[config.mk]
export PLATFORM = sky130hd
export DESIGN_NAME = board_top
export DESIGN_NICKNAME = d
export VERILOG_FILES = /design/src/logic/board_pkg.sv /design/src/logic/board_top.sv /design/src/logic/lab_top.sv /design/src/logic/seven_seg_scanner.sv /design/src/logic/i2s_mic_receiver.sv /design/src/logic/slow_clk_gen.sv
export SDC_FILE = /design/constraint.sdc
export NUM_CORES = 1
export LEC_CHECK = 0
export ABC_AREA = 1
export BUFFER_PORTS_ARGS = -buffer_cell sky130_fd_sc_hd__buf_2
export CAP_MARGIN = 20
export CORE_MARGIN = 2
export CORE_UTILIZATION = 50
export CTS_CLUSTER_SIZE = 20
export DETAILED_ROUTE_END_ITERATION = 12
export GPL_TIMING_DRIVEN = 0
export PLACE_DENSITY = 0.69
export SYNTH_ARGS = -nofsm -noshare
export SYNTH_HDL_FRONTEND = slang
export SYNTH_SLANG_ARGS = --single-unit
[constraint.sdc]
create_clock -name clk -period 13.1 [get_ports clk]
set_input_delay 2.62 -clock clk [delete_from_list [all_inputs] [get_ports clk]]
set_output_delay 2.62 -clock clk [all_outputs]
set_load 0.02 [all_outputs]
[src/logic/board_pkg.sv]
`default_nettype none

package board_pkg;

    //------------------------------------------------------------
    // Board and microphone constants

    localparam n_digits = 4;                   // Static digits on the board
    localparam w_sample = 24;                  // I2S microphone word length

    typedef logic signed [w_sample - 1:0] mic_sample_t;

    //------------------------------------------------------------
    // Dynamic display frame, one digit at a time

    typedef struct packed
    {
        logic [7:0]            abcdefgh;       // Segments a..g in 7..1, dp in 0
        logic [n_digits - 1:0] digit;          // One-hot digit select
    } seg_frame_t;

    typedef enum logic
    {
        left_slot,                             // ws low
        right_slot                             // ws high
    } i2s_slot_e;

    //------------------------------------------------------------

    // Hex font, active-high a..g in bits 6..0
    function automatic logic [6:0] seg_of_hex(input logic [3:0] hex);
        case (hex)
            4'h0:    return 7'b1111110;
            4'h1:    return 7'b0110000;
            4'h2:    return 7'b1101101;
            4'h3:    return 7'b1111001;
            4'h4:    return 7'b0110011;
            4'h5:    return 7'b1011011;
            4'h6:    return 7'b1011111;
            4'h7:    return 7'b1110000;
            4'h8:    return 7'b1111111;
            4'h9:    return 7'b1111011;
            4'ha:    return 7'b1110111;
            4'hb:    return 7'b0011111;            // Lower case b
            4'hc:    return 7'b1001110;
            4'hd:    return 7'b0111101;            // Lower case d
            4'he:    return 7'b1001111;
            default: return 7'b1000111;            // F
        endcase
    endfunction

endpackage

`default_nettype wire
[src/logic/board_top.sv]
`default_nettype none

module board_top
#(
    parameter clk_mhz     = 50,
    parameter slow_clk_hz = 1,
    parameter sck_div     = 8,
    parameter scan_div    = 50000,
    parameter w_key       = 4,
    parameter w_sw        = 9
)
(
    input  logic               clk,
    input  logic               rst,
    input  logic [w_key - 1:0] key_n,          // Pressed is low
    input  logic [w_sw - 1:0]  sw,
    output logic [9:0]         ledr,           // Top four act as decimal points
    output logic [7:0]         ledg,
    output logic [6:0]         hex0,           // Active low, no dp pin
    output logic [6:0]         hex1,
    output logic [6:0]         hex2,
    output logic [6:0]         hex3,
    output logic               mic_sck,
    output logic               mic_ws,
    output logic               mic_lr,
    input  logic               mic_sd
);

    import board_pkg::*;

    logic [w_key - 1:0]          key;
    logic                        slow_strobe;
    mic_sample_t                 sample;
    logic                        sample_valid;
    logic [13:0]                 led;
    seg_frame_t                  frame;
    logic [n_digits - 1:0][6:0]  hex_q;        // Sticky digit latches
    logic [n_digits - 1:0]       dp_q;

    assign key = ~key_n;

    //------------------------------------------------------------
    // Submodules

    slow_clk_gen #(.fast_clk_mhz (clk_mhz), .slow_clk_hz (slow_clk_hz))
    i_slow_clk_gen (.clk (clk), .rst (rst), .slow_strobe (slow_strobe));

    i2s_mic_receiver #(.sck_div (sck_div))
    i_microphone
    (
        .clk          (clk),
        .rst          (rst),
        .sck          (mic_sck),
        .ws           (mic_ws),
        .sd           (mic_sd),
        .sample       (sample),
        .sample_valid (sample_valid)
    );

    lab_top #(.w_key (w_key), .w_sw (w_sw), .scan_div (scan_div))
    i_lab_top
    (
        .clk          (clk),
        .rst          (rst),
        .slow_strobe  (slow_strobe),
        .key          (key),
        .sw           (sw),
        .sample       (sample),
        .sample_valid (sample_valid),
        .led          (led),
        .frame        (frame)
    );

    //------------------------------------------------------------
    // Static digits emulating the dynamic display

    always_ff @(posedge clk or posedge rst)
    begin
        if (rst)
        begin
            hex_q <= '1;                       // All segments dark
            dp_q  <= '0;
        end
        else
            for (int i = 0; i < n_digits; i++)
                if (frame.digit[i])            // Hold while not selected
                begin
                    hex_q[i] <= ~frame.abcdefgh[7:1];
                    dp_q[i]  <= frame.abcdefgh[0];
                end
    end

    assign hex0 = hex_q[0];
    assign hex1 = hex_q[1];
    assign hex2 = hex_q[2];
    assign hex3 = hex_q[3];

    assign ledg   = led[7:0];
    assign ledr   = {dp_q, led[13:8]};         // Decimal points on ledr 9..6
    assign mic_lr = 1'b0;                      // Left channel select

endmodule

`default_nettype wire

[src/logic/lab_top.sv]
`default_nettype none

module lab_top
#(
    parameter w_key    = 4,
    parameter w_sw     = 9,
    parameter scan_div = 50000
)
(
    input  logic                   clk,
    input  logic                   rst,
    input  logic                   slow_strobe,
    input  logic [w_key - 1:0]     key,
    input  logic [w_sw - 1:0]      sw,
    input  board_pkg::mic_sample_t sample,
    input  logic                   sample_valid,
    output logic [13:0]            led,
    output board_pkg::seg_frame_t  frame
);

    import board_pkg::*;

    localparam w_cnt  = 14;                    // Matches the LED vector
    localparam w_disp = 4 * n_digits;          // Hex digits on display

    logic [w_cnt - 1:0]    cnt;                // Slow counter
    mic_sample_t           sample_q;           // Latest microphone word
    logic [w_disp - 1:0]   disp_value;
    logic [n_digits - 1:0] disp_dp;

    always_ff @(posedge clk or posedge rst)
    begin
        if (rst)
            cnt <= '0;
        else if (key[0])                       // Clear wins over count
            cnt <= '0;
        else if (slow_strobe)
            cnt <= cnt + 1'b1;
    end

    always_ff @(posedge clk or posedge rst)
    begin
        if (rst)
            sample_q <= '0;
        else if (sample_valid)
            sample_q <= sample;
    end

    assign led        = cnt ^ w_cnt'(sw[8:0]);
    assign disp_value = sw[0] ? sample_q[w_sample - 1 -: w_disp] : w_disp'(cnt);
    assign disp_dp    = n_digits'(sw[0] & sample_q[w_sample - 1]);  // Sign on dp 0

    seven_seg_scanner
    #(
        .scan_div (scan_div)
    )
    i_scanner
    (
        .clk   (clk),
        .rst   (rst),
        .value (disp_value),
        .dp    (disp_dp),
        .frame (frame)
    );

endmodule

`default_nettype wire

[src/logic/seven_seg_scanner.sv]
`default_nettype none

module seven_seg_scanner
#(
    parameter scan_div = 50000
)
(
    input  logic                                clk,
    input  logic                                rst,
    input  logic [4 * board_pkg::n_digits - 1:0] value,
    input  logic [board_pkg::n_digits - 1:0]     dp,
    output board_pkg::seg_frame_t               frame
);

    import board_pkg::*;

    localparam w_div = scan_div > 1 ? $clog2(scan_div) : 1;

    logic [w_div - 1:0]    div_cnt;            // Cycles spent on current digit
    logic [n_digits - 1:0] sel;                // One-hot active digit
    logic [3:0]            nibble;
    logic                  dp_bit;

    //------------------------------------------------------------
    // Digit rotation

    always_ff @(posedge clk or posedge rst)
    begin
        if (rst)
        begin
            div_cnt <= '0;
            sel     <= n_digits'(1);           // Start on digit 0
        end
        else if (div_cnt == w_div'(scan_div - 1))
        begin
            div_cnt <= '0;
            sel     <= {sel[n_digits - 2:0], sel[n_digits - 1]};
        end
        else
            div_cnt <= div_cnt + 1'b1;
    end

    // Nibble and dp of the selected digit
    always_comb
    begin
        nibble = '0;
        dp_bit = 1'b0;
        for (int i = 0; i < n_digits; i++)
            if (sel[i])
            begin
                nibble = value[4 * i +: 4];
                dp_bit = dp[i];
            end
    end

    //------------------------------------------------------------
    // Registered frame, segments always match digit

    always_ff @(posedge clk or posedge rst)
    begin
        if (rst)
        begin
            frame.digit    <= n_digits'(1);
            frame.abcdefgh <= {seg_of_hex(4'h0), 1'b0};
        end
        else
        begin
            frame.digit    <= sel;
            frame.abcdefgh <= {seg_of_hex(nibble), dp_bit};
        end
    end

    assert property (@(posedge clk) disable iff (rst) $onehot(frame.digit));

endmodule

`default_nettype wire

[src/logic/i2s_mic_receiver.sv]
`default_nettype none

module i2s_mic_receiver
#(
    parameter sck_div = 8
)
(
    input  logic                   clk,
    input  logic                   rst,
    output logic                   sck,
    output logic                   ws,
    input  logic                   sd,
    output board_pkg::mic_sample_t sample,
    output logic                   sample_valid
);

    import board_pkg::*;

    localparam w_div    = sck_div > 1 ? $clog2(sck_div) : 1;
    localparam last_bit = w_sample;            // bit_cnt of the LSB in the left slot

    logic [w_div - 1:0]    div_cnt;            // Half period counter
    logic                  sck_edge;
    logic                  sck_rise;
    logic                  sck_fall;
    logic [5:0]            bit_cnt;            // sck periods within one frame
    i2s_slot_e             slot;
    logic [w_sample - 1:0] shift_q;            // Incoming word, MSB first
    logic                  shift_en;
    logic                  capture;

    //------------------------------------------------------------
    // Serial clock

    assign sck_edge = (div_cnt == w_div'(sck_div - 1));
    assign sck_rise = sck_edge & ~sck;         // sck goes high at this clk edge
    assign sck_fall = sck_edge &  sck;

    always_ff @(posedge clk or posedge rst)
    begin
        if (rst)
        begin
            div_cnt <= '0;
            sck     <= 1'b0;                   // Idle low
        end
        else if (sck_edge)
        begin
            div_cnt <= '0;
            sck     <= ~sck;
        end
        else
            div_cnt <= div_cnt + 1'b1;
    end

    //------------------------------------------------------------
    // Word select and slot tracking

    always_ff @(posedge clk or posedge rst)
    begin
        if (rst)
        begin
            bit_cnt <= '0;
            slot    <= left_slot;
        end
        else if (sck_fall)
        begin
            bit_cnt <= bit_cnt + 1'b1;
            if (bit_cnt[4:0] == 5'd31)         // Every 32 sck periods
                slot <= (slot == left_slot) ? right_slot : left_slot;
        end
    end

    assign ws = (slot == right_slot);

    //------------------------------------------------------------
    // Data capture, one bit delay after ws falls

    assign shift_en = sck_rise && slot == left_slot
                      && bit_cnt >= 6'd1 && bit_cnt <= 6'(last_bit);
    assign capture  = sck_fall && slot == left_slot && bit_cnt == 6'(last_bit);

    always_ff @(posedge clk)
    begin
        if (shift_en)
            shift_q <= {shift_q[w_sample - 2:0], sd};
    end

    always_ff @(posedge clk or posedge rst)
    begin
        if (rst)
        begin
            sample       <= '0;
            sample_valid <= 1'b0;
        end
        else
        begin
            sample_valid <= capture;           // Single clk pulse
            if (capture)
                sample <= shift_q;
        end
    end

    // Only the left channel is ever presented
    assert property (@(posedge clk) disable iff (rst) sample_valid |-> slot == left_slot);

endmodule

`default_nettype wire

[src/logic/slow_clk_gen.sv]
`default_nettype none

module slow_clk_gen
#(
    parameter fast_clk_mhz = 50,
    parameter slow_clk_hz  = 1
)
(
    input  logic clk,
    input  logic rst,
    output logic slow_strobe
);

    localparam period = fast_clk_mhz * 1000000 / slow_clk_hz;  // clk cycles per strobe
    localparam w_cnt  = period > 1 ? $clog2(period) : 1;

    logic [w_cnt - 1:0] cnt;                   // Cycles left until next strobe

    always_ff @(posedge clk or posedge rst)
    begin
        if (rst)
            cnt <= w_cnt'(period - 1);
        else if (cnt == '0)
            cnt <= w_cnt'(period - 1);         // Reload at terminal count
        else
            cnt <= cnt - 1'b1;
    end

    assign slow_strobe = (cnt == '0);          // One cycle wide enable

    // A strobe is never followed directly by another one
    assert property (@(posedge clk) disable iff (rst) slow_strobe |=> !slow_strobe);

endmodule

`default_nettype wire

==> results.md <==
* Mapped Cells at 858
* TritonCTS buffer count at 17
* FF-to-FF End: i_lab_top.i_scanner.frame[5]
* Critical Path Fanout Max at 10
* Post-DRT Antenna Nets at 0
* CTS resizes at 0
* Min cycle time layout at 5.97 ns
* # DRC at 0
* CTS tree: done
* Kind of end point of the critical path: output pin
* Placed Cells at 1135
* Pwr Density at 121 nW/um2
* Grt ovf at 0
* Leak at 4.41 nW
* Post-synth EDFFs at 24
* Total Nets Final at 971
* Vias/cell at 4.91
* FF+latch count, synth at 172
* CTS sink cnt at 172
* Hold Worst Slack at 0.369 ns
* Total inserted antenna cells at 0
* Seq/Total Area, Yosys at 56.6%
* Number of I/O pins at 65
* Setup repair after global routing missed its margin: false
* Row Count at 46
* Core area at 15700 um2
* DIE AREA at 16900 um2
* Crit path max-delay family: buffers and inverters
* DR WL/cell at 13.1 um
* DRT Pass-1 Iters at 5
* Worst R2R Start: i_lab_top.i_scanner.sel[0]
* Slew headroom at 57.2%
* Largest net degree at the start of global routing at 99
* Post-Synth XOR/XNOR Area at 4.97%
* GPL Wtd Cong at 0.837
* Hold Path Origin: i_lab_top.i_scanner.sel[3]
* Fin util at 58.6%
* Worst-case clock buffer depth at 2
* Number of global-route vias before repair at 5410
* Share of post-route cells with drive strength above 1 at 19.9%
* Clock skew at 0.00902 ns
* Starting Density at 50.5%
* Post-Syn Area per Cell at 9.25 um2
* Startpoint types: primary input
* VDD IR max at 0.0980 mV
* Worst-margin pin slew at 0.636 ns
* Post-DP HPWL at 10900 um
* Req. time, crit path at 10.48 ns
* Tot GR Track Use at 19.2%
* Final Slew Violations at 0
* Commonest non-fill, non-tap cell in the layout: nand2_1
* Vias after detailed routing at 5727
* DR iter-0 viols at 345
* Hold buffer count at cts at 0
* Setup bufs post-CTS at 0
* Chip width at 130 um
* Most frequent cells in the layout: nand2_1 (244), dfrtp_1 (94), inv_1 (86)
* Fin. Hold Viols at 0
* Post-synth top flop: dfrtp_1
* CP Buf/Inv Count at 4
* Initial antenna violation count at 0
* WL final at 15300 um
* Async S/R FF share, synth at 86.0%
* Worst hold-check path type: reg -> reg
* Syn nets at 891
* I/O Buffers at 59
* Power, Total at 1.12 mW
* Crit path kind: in -> out
* First-pass GRT wire length at 25500 um
* Final Setup Violations at 0
* Final Non-Filler Cells at 1167
* CP peak stage delay at 0.18 ns
* Clock Pin Slew Worst Setup and Hold Paths at 0.06 ns
* WHS Path Cells at 0
* CP Cell Sequence: buf_6 -> inv_2 -> buf_4 -> nand2_1 -> nand2_1 -> buf_2
* Slowest cell on the critical path: buf_2
* Largest family of logic cells by synthesized area: simple AND/OR/NAND/NOR gates
* CP arrival at 3.35 ns
* Flop-to-flop setup slack at 11.03 ns
* Clk_lat worst skew at 0.43 ns
* R2R depth at 14
* Area Growth Syn to Fin at 16.1%
* Post-synthesis adder-cell area fraction at 2.68%
* Synth Area in Simple Gates at 23.4%
* Cell mode on critical path: nand2_1
* Synth cell types at 45
* Filler instances at 1368
* Setup_tns at 0 ns
* MaxCap Viol Count at 0
* Status: complete, no violations
* Compound-Gate Fraction of Synth Area at 5.34%
* H-tree levels at 4
* Die Ht at 130 um
* Worst hold endpoint: i_lab_top.i_scanner.frame[3]
* Yosys warns at 0
* Max frequency at 168 MHz
* Tcrit/Tclk final at 45.5%
* Mux contribution to synthesized area at 0.851%
* Clk root buf: clkbuf_16
* Area of the mapped netlist at 7940 um2
[how the worst max path moves through the flow]
stage                from  endpoint  slack [ns]  cells past startpoint
floorplan             rst   dp_q[0]        6.59                      1
global placement      rst   dp_q[1]        4.94                      2
detailed placement  sw[0]   ledg[0]        7.13                      6
CTS                 sw[0]   ledg[0]        7.13                      6
global route        sw[0]   ledg[0]        7.07                      6
finish              sw[0]   ledg[0]        7.13                      6
[cells by family (layout without fill, tap and decap cells)]
kind of cell             Yosys count  count (layout)
AND/OR/NAND/NOR                  423             423
flip-flops                       172             172
buffers and inverters            114             207
AO/OA/AOI/OAI                     80              80
XOR/XNOR                          45              45
adder cells (fa/ha/maj)           17              17
multiplexers                       6               6
other                              1               1
[synth_stat cells, drive strengths merged (16+ instances only)]
| cell type | number | area, um2 |
|---|---|---|
| nor3 | 16 | 96.4 |
| nand4 | 19 | 125 |
| dfstp | 54 | 1420 |
| dfrtp | 94 | 2350 |
| xor2 | 40 | 350 |
| inv | 92 | 348 |
| edfxtp | 24 | 721 |
| o21ai | 64 | 320 |
| nor2 | 77 | 338 |
| nand3 | 49 | 263 |
| ha | 17 | 213 |
| nand2 | 246 | 928 |
[through the flow]
stage | area [um2] | worst slack [ns]
6_report | 9220 | 7.13
5_1_grt | 9220 | 7.07
4_1_cts | 9220 | 7.13
3_5_place_dp | 8550 | 7.13
3_3_place_gp | 8500 | 4.94
2_1_floorplan | 7940 | 6.59
[worst register-to-register path, cell delays in order (launching register included)]
cell     delay, ns
dfstp_2       0.56
inv_1         0.06
nor2_1        0.24
nand3_1       0.11
nand2_1       0.09
nand2_1       0.05
nand2_1       0.07
nand2_1       0.15
inv_1         0.15
ha_1          0.17
inv_1         0.04
nand2_1       0.09
nand2_1       0.06
nor2_1        0.08
nor2_1        0.04
[state kept, by name, indices dropped and copies added (netlist names)]
signal                       count
i_microphone.div_cnt             3
i_lab_top.sample_q              16
i_microphone.sck                 1
i_microphone.sample_valid        1
i_microphone.ws                  1
i_microphone.sample             16
i_lab_top.i_scanner.div_cnt     16
i_slow_clk_gen.cnt              26
i_microphone.shift_q            24
i_lab_top.i_scanner.sel          4
hex0                             7
i_lab_top.cnt                   14
i_lab_top.i_scanner.frame       12
hex2                             7
dp_q                             4
hex1                             7
hex3                             7
i_microphone.bit_cnt             6
[metal layers]
| metal | vias up | GRT usage [%] | part of all wire [%] | wire length [um] |
|---|---|---|---|---|
| met4 | 0 | 7.65 | 1.6 | 240 |
| met2 | 107 | 30.2 | 47 | 7100 |
| met1 | 2690 | 26.1 | 48 | 7370 |
| met5 | - | 0 | 0 | 0 |
| li1 | 2913 | - | - | - |
| met3 | 17 | 4.31 | 3.6 | 549 |
[power breakdown]
part,switching (mW),internal [mW],leakage (nW)
Combinational,0.0163,0.00584,2.01
Sequential,0.0000000253,0.541,2.06
Clock,0.202,0.351,0.330
Total,0.218,0.898,4.41
[area by class of cell]
type	instances	area [um2]	area share, %
flip-flops and latches	172	4490	48.7
multi-input cells	572	2960	32.1
clock buffers	22	507	5.50
inverters	92	353	3.83
repair buffers	61	338	3.67
well taps	216	270	2.93
clock inverters	10	155	1.68
plain buffers	22	139	1.51
No activity file was read; power rests on OpenSTA's default activity.
